--- src/rtl/issue_pkg.sv ---
// shared micro-op types and helper functions for the dual-issue stage, imported by every block
`default_nettype none

package issue_pkg;

    // unit 0 multiply latency, en to done
    localparam int MUL_LATENCY = 3;

    typedef enum logic [2:0] {
        OP_NOP  = 3'd0,
        OP_ADD  = 3'd1,
        OP_SUB  = 3'd2,
        OP_AND  = 3'd3,
        OP_OR   = 3'd4,
        OP_XOR  = 3'd5,
        OP_ADDI = 3'd6,
        OP_MUL  = 3'd7
    } op_t;

    // one micro-op as it sits in the queue
    typedef struct packed {
        op_t         op;
        logic [4:0]  rd;
        logic [4:0]  rj;
        logic [4:0]  rk;
        logic [31:0] imm;
    } issue_entry_t;

    // ops that unit 1 can take
    function automatic logic is_alu_op(op_t op);
        return (op != OP_MUL) && (op != OP_NOP);
    endfunction

    // a nop never claims a destination
    function automatic logic [4:0] dest_reg(issue_entry_t e);
        return (e.op == OP_NOP) ? 5'd0 : e.rd;
    endfunction

    // single-cycle datapath shared by both units
    function automatic logic [31:0] alu_result(issue_entry_t e, logic [31:0] a, logic [31:0] b);
        case (e.op)
            OP_ADD:  return a + b;
            OP_SUB:  return a - b;
            OP_AND:  return a & b;
            OP_OR:   return a | b;
            OP_XOR:  return a ^ b;
            OP_ADDI: return a + e.imm;
            default: return 32'd0;
        endcase
    endfunction

endpackage

`default_nettype wire

--- src/rtl/exec_if.sv ---
// issue-side link between the scoreboard and one execution unit, one instance per unit
`timescale 1ns/10ps
`default_nettype none

interface exec_if import issue_pkg::*; ();

    logic         en;
    issue_entry_t entry;
    logic         ready;
    // result side, done marks the writeback cycle
    logic         done;
    logic [4:0]   done_rd;
    logic [31:0]  wdata;

    modport issue (
        output en,
        output entry,
        input  ready,
        input  done,
        input  done_rd,
        input  wdata
    );

    modport unit (
        input  en,
        input  entry,
        output ready,
        output done,
        output done_rd,
        output wdata
    );

endinterface

`default_nettype wire

--- src/rtl/issue_scoreboard.sv ---
// register-busy scoreboard that steers up to two head entries per cycle onto the two units
`timescale 1ns/10ps
`default_nettype none

module issue_scoreboard import issue_pkg::*; (
    input  wire logic        clk,
    input  wire logic        rstn,
    input  issue_entry_t     head0,
    input  issue_entry_t     head1,
    input  wire logic [1:0]  head_count,
    output logic [1:0]       pop,
    output logic [3:0][4:0]  rd_addr,
    exec_if.issue            eu0,
    exec_if.issue            eu1
);

    logic [31:0]  busy;
    logic [31:0]  busy_now;
    logic [31:0]  busy_mid;
    logic [31:0]  busy_next;
    logic         h0_to_eu1;
    logic         first_ready;
    logic         second_ready;
    logic         issue_first;
    logic         issue_second;
    issue_entry_t ent0;
    issue_entry_t ent1;

    // sources and destination all free, addi has no rk
    function automatic logic can_issue(issue_entry_t e, logic [31:0] b);
        return !b[e.rj] && (e.op == OP_ADDI || !b[e.rk]) && !b[dest_reg(e)];
    endfunction

    assign h0_to_eu1 = is_alu_op(head0.op);
    assign ent1 = h0_to_eu1 ? head0 : head1;
    assign ent0 = h0_to_eu1 ? head1 : head0;

    assign first_ready  = h0_to_eu1 ? eu1.ready : eu0.ready;
    // unit 1 takes only alu ops as the second entry
    assign second_ready = h0_to_eu1 ? eu0.ready : (eu1.ready && is_alu_op(head1.op));

    always_comb begin
        // results completing this cycle release their registers first
        busy_now = busy;
        if (eu0.done) begin
            busy_now[eu0.done_rd] = 1'b0;
        end
        if (eu1.done) begin
            busy_now[eu1.done_rd] = 1'b0;
        end

        busy_mid = busy_now;
        if (dest_reg(head0) != 5'd0) begin
            busy_mid[dest_reg(head0)] = 1'b1;
        end

        issue_first  = (head_count != 2'd0) && first_ready && can_issue(head0, busy_now);
        issue_second = issue_first && (head_count == 2'd2) && second_ready &&
                       can_issue(head1, busy_mid);

        busy_next = issue_first ? busy_mid : busy_now;
        if (issue_second && dest_reg(head1) != 5'd0) begin
            busy_next[dest_reg(head1)] = 1'b1;
        end
    end

    assign eu1.en    = h0_to_eu1 ? issue_first : issue_second;
    assign eu0.en    = h0_to_eu1 ? issue_second : issue_first;
    assign eu0.entry = ent0;
    assign eu1.entry = ent1;
    assign pop       = {1'b0, issue_first} + {1'b0, issue_second};

    assign rd_addr[0] = ent0.rj;
    assign rd_addr[1] = ent0.rk;
    assign rd_addr[2] = ent1.rj;
    assign rd_addr[3] = ent1.rk;

    always_ff @(posedge clk) begin
        if (!rstn) begin
            busy <= '0;
        end else begin
            busy <= busy_next;
        end
    end

    a_en_only_ready: assert property (@(posedge clk) disable iff (!rstn)
        !(eu0.en && !eu0.ready) && !(eu1.en && !eu1.ready))
        else $error("issue to a unit that is not ready");

    a_r0_never_busy: assert property (@(posedge clk) disable iff (!rstn)
        !busy[0])
        else $error("r0 marked busy");

    // multiply result lands a fixed time after issue
    a_mul_latency: assert property (@(posedge clk) disable iff (!rstn)
        (eu0.en && eu0.entry.op == OP_MUL) |-> ##MUL_LATENCY eu0.done)
        else $error("mul done missing after %0d cycles", MUL_LATENCY);

endmodule

`default_nettype wire

--- src/flat_wrapper.sv ---
// flat-port wrapper written by rule: the top's interface ports become plain ports
module issue_scoreboard_flat import issue_pkg::*;
  (clk, rstn, head0, head1, head_count, pop, rd_addr, eu0_en, eu0_entry, eu0_ready, eu0_done, eu0_done_rd, eu0_wdata, eu1_en, eu1_entry, eu1_ready, eu1_done, eu1_done_rd, eu1_wdata);
  exec_if eu0_i ();
  exec_if eu1_i ();
  input  wire logic clk;
  input  wire logic rstn;
  input  issue_entry_t head0;
  input  issue_entry_t head1;
  input  wire logic [1:0] head_count;
  output logic [1:0] pop;
  output logic [3:0][4:0] rd_addr;
  output wire logic [$bits(eu0_i.en)-1:0] eu0_en;
  output wire logic [$bits(eu0_i.entry)-1:0] eu0_entry;
  input wire logic [$bits(eu0_i.ready)-1:0] eu0_ready;
  input wire logic [$bits(eu0_i.done)-1:0] eu0_done;
  input wire logic [$bits(eu0_i.done_rd)-1:0] eu0_done_rd;
  input wire logic [$bits(eu0_i.wdata)-1:0] eu0_wdata;
  output wire logic [$bits(eu1_i.en)-1:0] eu1_en;
  output wire logic [$bits(eu1_i.entry)-1:0] eu1_entry;
  input wire logic [$bits(eu1_i.ready)-1:0] eu1_ready;
  input wire logic [$bits(eu1_i.done)-1:0] eu1_done;
  input wire logic [$bits(eu1_i.done_rd)-1:0] eu1_done_rd;
  input wire logic [$bits(eu1_i.wdata)-1:0] eu1_wdata;
  assign eu0_en = eu0_i.en;
  assign eu0_entry = eu0_i.entry;
  assign eu0_i.ready = eu0_ready;
  assign eu0_i.done = eu0_done;
  assign eu0_i.done_rd = eu0_done_rd;
  assign eu0_i.wdata = eu0_wdata;
  assign eu1_en = eu1_i.en;
  assign eu1_entry = eu1_i.entry;
  assign eu1_i.ready = eu1_ready;
  assign eu1_i.done = eu1_done;
  assign eu1_i.done_rd = eu1_done_rd;
  assign eu1_i.wdata = eu1_wdata;
  issue_scoreboard u_core (.clk(clk), .rstn(rstn), .head0(head0), .head1(head1), .head_count(head_count), .pop(pop), .rd_addr(rd_addr), .eu0(eu0_i), .eu1(eu1_i));
endmodule
--- config.mk ---
export PLATFORM = sky130hd
export DESIGN_NAME = issue_scoreboard_flat
export DESIGN_NICKNAME = d
export VERILOG_FILES = /design/src/rtl/issue_pkg.sv /design/src/rtl/exec_if.sv /design/src/rtl/issue_scoreboard.sv /design/src/flat_wrapper.sv
export SDC_FILE = /design/constraint.sdc
export NUM_CORES = 1
export LEC_CHECK = 0
export ABC_AREA = 1
export BUFFER_PORTS_ARGS = -buffer_cell sky130_fd_sc_hd__buf_2
export CAP_MARGIN = 40
export CORE_MARGIN = 5
export CORE_UTILIZATION = 51
export DETAILED_ROUTE_END_ITERATION = 6
export HOLD_SLACK_MARGIN = 0.15
export PLACE_DENSITY_LB_ADDON = 0.2
export SYNTH_ARGS = -nofsm -noshare
export SYNTH_HDL_FRONTEND = slang
export SYNTH_SLANG_ARGS = --single-unit
--- constraint.sdc ---
create_clock -name clk -period 5.7 [get_ports clk]
set_input_delay 0.285 -clock clk [delete_from_list [all_inputs] [get_ports clk]]
set_output_delay 0.285 -clock clk [all_outputs]
set_load 0.005 [all_outputs]
Yosys cells after proc, flatten, opt, wreduce, memory -nomap -nowiden
Cells that the tools add are included.
{ "classes": {"n_reduce_logical": 32, "bitwise": 6, "n_mux": 33, "n_addsub": 1, "n_eq_ne": 5, "magnitude_cmp": 12} }
{ "ops": {"columns": ["cell", "n"], "rows": [
  ["$mux 32", 5],
  ["$mux 50", 2],
  ["$and 32x32->32", 2],
  ["$not 32->32", 2],
  ["$or 32x32->32", 2],
  ["$lt 5x6->1 const B", 8],
  ["$bmux 1 s5", 6],
  ["$demux 1 s5", 4],
  ["$ge 5x1->1 const B", 4],
  ["$logic_and 1x1->1", 17],
  ["$mux 1", 14],
  ["$mux 5", 2],
  ["$reduce_bool 5->1", 2],
  ["$eq 3x3->1 const B", 2],
  ["$logic_not 1->1", 6],
  ["$logic_not 3->1", 2],
  ["$ne 3x3->1 const B", 2],
  ["$reduce_bool 3->1", 2],
  ["$add 1x1->2", 1],
  ["$eq 2x2->1 const B", 1],
  ["$logic_or 1x1->1", 2],
  ["$reduce_bool 2->1", 1]
]} }
{ "totals": {"word_cells": 90, "out_inout_bits": 124, "reg_bits": 32, "input_bits": 182} }

Longest topological paths before layout
Gate-level depths: netlist of the first run.
{ "logic_depth": {"depth_word": 21, "ltp_mapped": 21, "ltp_nobuf": 20} }

Worst setup path before layout of the first run
No wires, ideal clock.
{ "synth_timing": {"kind": "input-to-output", "startpoint": "in eu1_done_rd[4]", "endpoint": "out pop[0]", "required_ps": 5415, "t_arrival_ps": 2253, "path_buffers": 2, "slack_ps": 3162, "path_stages": 18, "path_cell_list": "buf_2 > nor3_1 > nand2_1 > nand3_1 > nand2_1 > nand2_1 > nand2_1 > nor2_1 > nand2_1 > nor2_1 > nand2_1 > a21oi_1 > nand3_1 > nor2_4 > buf_6 > nand2_1 > inv_1 > ha_1"} }
{ "synth_via": {"elab_chain_cells": 18, "elab_cells_between_ends": 39} }
{ "synth_lines": {"columns": ["item", "line_no", "text"], "rows": [
  ["start: declaration", "flat_wrapper.sv:23", "input wire logic [$bits(eu1_i.done_rd)-1:0] eu1_done_rd;"],
  ["$lt 5x6->1 (implied by the code) / $ge 5x1->1 (equally long branches)", "issue_scoreboard.sv:49", "busy_now[eu1.done_rd] = 1'b0;"],
  ["$logic_and 1x1->1 (implied by the code)", "issue_scoreboard.sv:49", null],
  ["$mux 1 (implied by the code)", "issue_scoreboard.sv:49", null],
  ["$demux 1 s5 (*)", null, null],
  ["$not 32->32 (no line) (*)", null, null],
  ["$and 32x32->32 (no line) (*)", null, null],
  ["$mux 32 (*)", "issue_scoreboard.sv:48", "if (eu1.done) begin"],
  ["$bmux 1 s5", "issue_scoreboard.sv:31", "return !b[e.rj] && (e.op == OP_ADDI || !b[e.rk]) && !b[dest_reg(e)];"],
  ["$mux 1 (implied by the code)", "issue_scoreboard.sv:31", null],
  ["$logic_not 1->1", "issue_scoreboard.sv:31", null],
  ["$logic_or 1x1->1", "issue_scoreboard.sv:31", null],
  ["$logic_and 1x1->1 (2 in a row)", "issue_scoreboard.sv:31", null],
  ["$logic_and 1x1->1", "issue_scoreboard.sv:57", "issue_first = (head_count != 2'd0) && first_ready && can_issue(head0, busy_now);"],
  ["$logic_and 1x1->1 (3 in a row)", "issue_scoreboard.sv:58", "issue_second = issue_first && (head_count == 2'd2) && second_ready &&"],
  ["$add 1x1->2 (*)", "issue_scoreboard.sv:71", "assign pop = {1'b0, issue_first} + {1'b0, issue_second};"],
  ["end: declaration", "flat_wrapper.sv:11", "output logic [1:0] pop;"]
]} }
Mark *: on every way between the ends. The rest lies on a longest branch, timed or not. The select of a mux whose other input is x is not followed.

Worst setup path in the final report of the first run
{ "layout_timing": {"startpoint": "in head0[47] (netlist bit)", "endpoint": "out pop[0]"} }
{ "layout_via": {"elab_chain_cells": 16, "elab_cells_between_ends": 40} }
{ "layout_lines": {"columns": ["item", "line_no", "text"], "rows": [
  ["start: declaration", "flat_wrapper.sv:8", "input issue_entry_t head0;"],
  ["$logic_not 3->1", "issue_pkg.sv:36", "return (e.op == OP_NOP) ? 5'd0 : e.rd;"],
  ["$mux 5", "issue_pkg.sv:36", null],
  ["$lt 5x6->1 (implied by the code) / $ge 5x1->1 (equally long branches)", "issue_scoreboard.sv:54", "busy_mid[dest_reg(head0)] = 1'b1;"],
  ["$logic_and 1x1->1 (implied by the code)", "issue_scoreboard.sv:54", null],
  ["$mux 1 (implied by the code)", "issue_scoreboard.sv:54", null],
  ["$demux 1 s5", null, null],
  ["$or 32x32->32 (no line)", null, null],
  ["$mux 32", "issue_scoreboard.sv:53", "if (dest_reg(head0) != 5'd0) begin"],
  ["$bmux 1 s5", "issue_scoreboard.sv:31", null],
  ["$mux 1 (implied by the code)", "issue_scoreboard.sv:31", null],
  ["$logic_not 1->1", "issue_scoreboard.sv:31", null],
  ["$logic_or 1x1->1", "issue_scoreboard.sv:31", null],
  ["$logic_and 1x1->1 (2 in a row)", "issue_scoreboard.sv:31", null],
  ["$logic_and 1x1->1", "issue_scoreboard.sv:58", null],
  ["$add 1x1->2 (*)", "issue_scoreboard.sv:71", null]
]} }
Marked as above.

==> flow_summary_export.csv, run 1 <==
group,metric,value,unit
floorplanning,rows,39,
route,viasPerCell,5.91,
global_route,grt_pass1_wl,45.9,mm
yosys,synth_cells,1255,
yosys,syn_nets,1438,
clocking,post_cts_buffers,0,
power,clockPowerShare,0.322,
yosys,async_flop_share,0,
yosys,synth_edf_count,0,
finish,drive_gt1_frac,0.196,
power,peakVddDrop,117,uV
clocking,cts_resized,0,
sta,slew_headroom,0.262,
global_route,grtUsageMet1,0.550,
finish,layout.nets,1615,
route,post_drt_wl_per_cell,19.5,um
route,routed_wl,30.8,mm
yosys,synth_area_leaders,"nand2_1, nand3_1, o21ai_0, dfxtp_1, inv_1",
clocking,root_buffer,"clkbuf_16",
yosys,synth-seq-cells,32,
placement,dp.cells,1568,
power,p_sw,0.000405,W
run_status,status,"complete, but fails checks",
yosys,synth_top_area_cell,"nand2_1",
yosys,synth_warnings,0,
clocking,htree_levels,2,
power,p_seq_frac,0.222,
power,finalPower,0.00102,W
clocking,insertion_delay,0.27,ns
clocking,clock-sinks,32,
finish,largest_reg_flops,32,
worst_setup_path,cp.arrival,3.92,ns
sta,slew_violations,0,
yosys,syn_area_per_cell,4.81,um^2
yosys,yosysSeqAreaShare,0.106,
route,drtIter0Drc,1705,
worst_setup_path,crit_type,"in -> out",
sta,period_minus_slack,4.20,ns
finish,fillers,1262,
global_route,use_met3,0.101,
sta,setup_ws,1.50,ns
sta,setup_viol,0,
finish,utilization,0.632,
clocking,clk_pin_slew_worst_paths,0.05,ns
floorplanning,fp.dieArea,0.0141,mm^2
yosys,ys_types,29,
power,powerDensity,139,mW/mm^2
placement,dp_slack,1.69,ns
yosys,synth_top_area_frac,0.264,
worst_setup_path,worstPathRequired,5.41,ns
yosys,netlist_top_cells_count,"nand2_1, inv_1, nand3_1",
floorplanning,die-height,119,um
finish,regMostFlops,"u_core.busy",
worst_setup_path,startpoint_type,"input pin",
finish,syn_to_final_growth,20.6,%
route,num_vias,9327,
sta,timing.final.crit_share,0.737,
power,intPower,0.000610,W
global_route,grt-ovfl-total,0,
floorplanning,coreArea,0.0115,mm^2
sta,fin_setup_tns,0,ns
yosys,syn_area,0.00604,mm^2
floorplanning,initial_utilization,0.524,
job,cap_violations,0,
global_route,antenna_found_initial,3,
min_path,hp-class,"in -> reg",
worst_setup_path,endpoint_kind,"output pin",
global_route,grt_pass1_vias,8217,
global_route,grtUsageMet2,0.622,
floorplanning,ioPinCount,306,
run_status,violations,"design-rule violations",
sta,worst_slew_pin_slew,1.10,ns
global_route,grt.busiest_layer,"met2",
placement,gp_congestion,1.14,
placement,port_buffers,241,
worst_setup_path,worstPathMaxFanout,32,
sta,clock.fmax,238,MHz
route,drcViolationCount,3,
sta,final_hold_viol_count,0,
clocking,clockBufferDepth,2,
clocking,cts_tree,"yes",
finish,final_cells,1577,
finish,reg.largest.list,"u_core.busy (32)",
route,ant_nets,0,
clocking,postCtsHoldBufs,0,
sta,rsz0062_at_grt,"false",
global_route,grt_max_degree,80,
power,p_comb_frac,0.456,
power,switching_share,0.399,
route,firstDrtPassIters,7,
placement,place_hpwl,24.2,mm
floorplanning,die_w,119,um
sta,finClkSkew,0.00508,ns
yosys,synth_most_common_cell,"nand2_1",
clocking,numCtsBuffers,5,
yosys,synth_flop_cell,"dfxtp_1",
global_route,grt_usage,0.411,
power,p_leak,3.88,nW
==> layout by cell type, fill, tap and decap left out, drive strengths merged, types with 2 or more instances in the layout <==
| cell | netlist | layout |
|---|---|---|
| o211ai | 21 | 21 |
| nand2 | 427 | 427 |
| nor3 | 2 | 2 |
| dfxtp | 32 | 32 |
| or2 | 2 | 2 |
| nor2 | 130 | 130 |
| clkinv | 4 | 4 |
| a21oi | 48 | 48 |
| nand4 | 40 | 40 |
| buf | 39 | 248 |
| nand3 | 147 | 147 |
| inv | 169 | 169 |
| o21ai | 151 | 151 |
| clkbuf | 39 | 7 |
==> through the flow <==
stage | area, um^2 | hold slack (ns)
floorplan | 6040 | 0.467
global placement | 7060 | 0.669
detailed placement | 7100 | 0.676
CTS | 7280 | 0.423
global route | 7280 | 0.442
finish | 7280 | 0.428
==> per-layer routing <==
layer	wire, um	part of all wire
met3	4790	0.16
met2	12800	0.42
met5	23	0.00075
met1	11400	0.37
met4	1790	0.058
==> final timing paths <==
kind | depth (start not counted) | start | endpoint | slack [ns]
worst max-delay path | 21 | head0[47] | pop[0] | 1.50
worst max register to register | 14 | u_core.busy[25]$_SDFF_PN0_ | u_core.busy[7]$_SDFF_PN0_ | 2.66
worst min-delay path | 3 | rstn | u_core.busy[8]$_SDFF_PN0_ | 0.43
worst min register to register | 4 | u_core.busy[31]$_SDFF_PN0_ | u_core.busy[31]$_SDFF_PN0_ | 0.69
==> critical path: stages <==
cell and delay [ns]:
buf_2 0.13, nor2_2 0.15, nand2_2 0.23, nand3_2 0.27, inv_1 0.30, nand2_1 0.18, nand2_1 0.10, nand2_1 0.08
nand2_1 0.05, nor2_1 0.16, nand2_1 0.07, nor2_1 0.16, nand2_1 0.07, a21oi_1 0.34, nand3_1 0.19, nor2_4 0.10
buf_4 0.32, nand2_1 0.23, inv_1 0.10, ha_1 0.22, buf_2 0.13
==> layout make-up <==
type | count | area (um^2) | share of cell area
multi-input cells | 972 | 4340 | 0.597
repair buffers | 248 | 1280 | 0.176
inverters | 173 | 649 | 0.0892
flip-flops and latches | 32 | 641 | 0.0880
well taps | 143 | 179 | 0.0246
clock buffers | 7 | 153 | 0.0210
clock inverters | 1 | 30.0 | 0.00412
diodes | 1 | 2.50 | 0.000344
==> power by group through the flow <==
stage / logic [W] / registers [W] / clock network (W)
finish: 0.000463 / 0.000226 / 0.000327
global route: 0.000501 / 0.000226 / 0.000335
CTS: 0.000450 / 0.000226 / 0.000323
detailed placement: 0.000448 / 0.000230 / 0
global placement: 0.000441 / 0.000230 / 0
floorplan: 0.000257 / 0.000230 / 0
==> cells by family (layout without fill, tap and decap cells) <==
| group | after synthesis | in the layout | synth area share |
|---|---|---|---|
| other cells | 0 | 1 | 0 |
| flops | 32 | 32 | 0.106 |
| buf+inv | 251 | 429 | 0.175 |
| compound gates | 223 | 223 | 0.195 |
| fa+ha+maj | 1 | 1 | 0.00207 |
| simple gates | 748 | 748 | 0.522 |
Power figures use the tool's default switching activity.
==> run 2: changes to the inputs <==
CORE_UTILIZATION = 43   (was 51)
clock period = 3.7 ns   (was 5.7 ns; I/O delays follow)
==> run 2 against run 1 <==
  * Sequential cell count did not move
  * Core utilization fell by 8.6 points
  * Global-route usage fell by 3.2 points
  * Largest power group unchanged
  * Register-to-register slack got worse by 1.7 ns
  * Sequential power rose by 54%
  * Highest routed layer unchanged
  * Largest cell class unchanged
  * Sequential share of layout area fell by 0.31 points
  * The flow still finishes with violations (design-rule violations)
  * Combinational power rose by 60%
  * Die area rose by 17%
  * Clock power rose by 44%
  * Wire length rose by 6.4%
==> flow_summary_export.csv, run 2 (synthesized netlist as in run 1, its figures left out) <==
group,metric,value,unit
placement,port_buffers,241,
power,powerDensity,206,mW/mm^2
finish,fillers,1592,
sta,timing.hold.ws,0.477,ns
route,drtIter0Drc,1179,
floorplanning,ioPinCount,306,
route,drcViolationCount,1,
sta,finClkSkew,0.00477,ns
clocking,clk_pin_slew_worst_paths,0.05,ns
finish,syn_to_final_growth,25.0,%
worst_setup_path,worstPathMaxFanout,10,
worst_setup_path,rr_startpoint,"u_core.busy[4]$_SDFF_PN0_",
worst_setup_path,rr_endpoint,"u_core.busy[8]$_SDFF_PN0_",
power,p_leak,4.01,nW
floorplanning,rows,43,
min_path,min_from,"head1[44]",
route,firstDrtPassIters,7,
floorplanning,die_w,129,um
sta,slew_headroom,0.434,
sta,fin_setup_tns,0,ns
min_path,hp-class,"in -> reg",
worst_setup_path,r2r_setup_slack,0.96,ns
global_route,grt_usage,0.380,
route,ant_nets,0,
global_route,antenna_found_initial,4,
global_route,grt-ovfl-total,0,
clocking,insertion_delay,0.28,ns
route,viasPerCell,5.60,
finish,drive_gt1_frac,0.214,
sta,timing.final.crit_share,0.917,
worst_setup_path,cp.arrival,3.21,ns
global_route,grt_max_degree,96,
floorplanning,coreArea,0.0138,mm^2
floorplanning,fp.dieArea,0.0165,mm^2
sta,slew_violations,0,
finish,largest_reg_flops,32,
clocking,htree_levels,2,
worst_setup_path,r2r_cells,15,
clocking,cts_tree,"yes",
sta,final_hold_viol_count,0,
floorplanning,die-height,129,um
run_status,violations,"design-rule violations",
clocking,numCtsBuffers,5,
finish,layout.nets,1648,
clocking,clockBufferDepth,2,
finish,insertedDiodeCount,0,
route,post_drt_wl_per_cell,19.9,um
global_route,grt_pass1_wl,48.1,mm
finish,layout_common_cells,"nand2_1, buf_2, inv_1",
clocking,cts_resized,0,
sta,clock.fmax,295,MHz
clocking,post_cts_buffers,0,
placement,place_hpwl,26.8,mm
sta,rsz0062_at_grt,"false",
clocking,clock-sinks,32,
run_status,status,"complete, but fails checks",
sta,period_minus_slack,3.39,ns
placement,gp_congestion,1.08,
floorplanning,initial_utilization,0.437,
sta,worst_slew_pin_slew,0.841,ns
power,peakVddDrop,163,uV
worst_setup_path,crit_type,"in -> out",
clocking,root_buffer,"clkbuf_16",
finish,reg.largest.list,"u_core.busy (32)",
finish,regMostFlops,"u_core.busy",
min_path,min_to,"u_core.busy[29]$_SDFF_PN0_",
clocking,postCtsHoldBufs,0,
finish,final_common_cell,"nand2_1",
global_route,grt_pass1_vias,8290,
route,num_vias,9214,
job,cap_violations,0,
route,routed_wl,32.8,mm
worst_setup_path,worstPathRequired,3.51,ns
sta,setup_viol,0,
worst_setup_path,startpoint_type,"input pin",
min_path,min_path_cells,5,
worst_setup_path,endpoint_kind,"output pin",
## run 2: changes by cell type in the layout (fill, tap and decap cells not counted), sizes merged
cell	change
buf	+33
clkbuf	-2
clkinv	+1
clkinvlp	+1
diode	-1
## run 2: worst max path at each step
stage | from | endpoint | slack (ns) | depth (start not counted)
2_1_floorplan | eu1_done_rd[4] | pop[0] | 1.36 | 18
3_3_place_gp | head0[47] | pop[0] | 0.43 | 20
3_5_place_dp | head0[47] | pop[0] | 0.38 | 20
4_1_cts | head0[47] | pop[0] | 0.38 | 20
5_1_grt | head0[47] | pop[0] | 0.16 | 18
6_report | head0[47] | pop[0] | 0.31 | 20
## run 2: final cells by class
class                           count  area, um^2  share of cell area
Clock buffer                        5         125              0.0166
Clock inverter                      3        42.5             0.00563
Inverter                          173         649              0.0860
Multi-Input combinational cell    972        4340               0.575
Sequential cell                    32         641              0.0848
Tap cell                          180         225              0.0298
Timing Repair Buffer              281        1520               0.202
## run 2: where the power goes
group	total (W)	internal (W)	switching, W
logic	0.000740	0.000251	0.000489
clock network	0.000471	0.000316	0.000155
registers	0.000348	0.000347	0.000000697
## run 2: through the flow
step / setup WS (ns) / utilization / power (W) / instance area, um^2 / instances
after floorplan: 1.36 / - / 0.000751 / 6040 / 1255
after global placement: 0.433 / 0.533 / 0.00107 / 7360 / 1636
after detailed placement: 0.385 / 0.534 / 0.00108 / 7380 / 1638
after CTS: 0.383 / 0.546 / 0.00154 / 7550 / 1646
after global routing: 0.158 / 0.546 / 0.00165 / 7550 / 1646
final: 0.308 / 0.546 / 0.00156 / 7550 / 1646
## run 2: critical path: stages
cell	delay [ns]
buf_2	0.12
nor2_2	0.13
nand2_2	0.14
nand3_1	0.39
inv_2	0.25
nand2_1	0.13
nand2_1	0.11
nand2_1	0.09
nand2_1	0.05
nor2_1	0.08
nand2_1	0.06
nor2_1	0.12
nand2_1	0.06
a21oi_1	0.32
nand3_1	0.18
nor2_4	0.15
nand2_1	0.18
inv_1	0.10
ha_1	0.22
buf_2	0.12
## run 2: metal layers
metal / global-route usage / up-vias / wire length (um) / share of wire
li1: - / 4436 / - / -
met1: 0.513 / 4013 / 12800 / 0.39
met2: 0.568 / 647 / 13900 / 0.42
met3: 0.104 / 110 / 4490 / 0.14
met4: 0.160 / 8 / 1560 / 0.048
met5: 0 / - / 60 / 0.0018
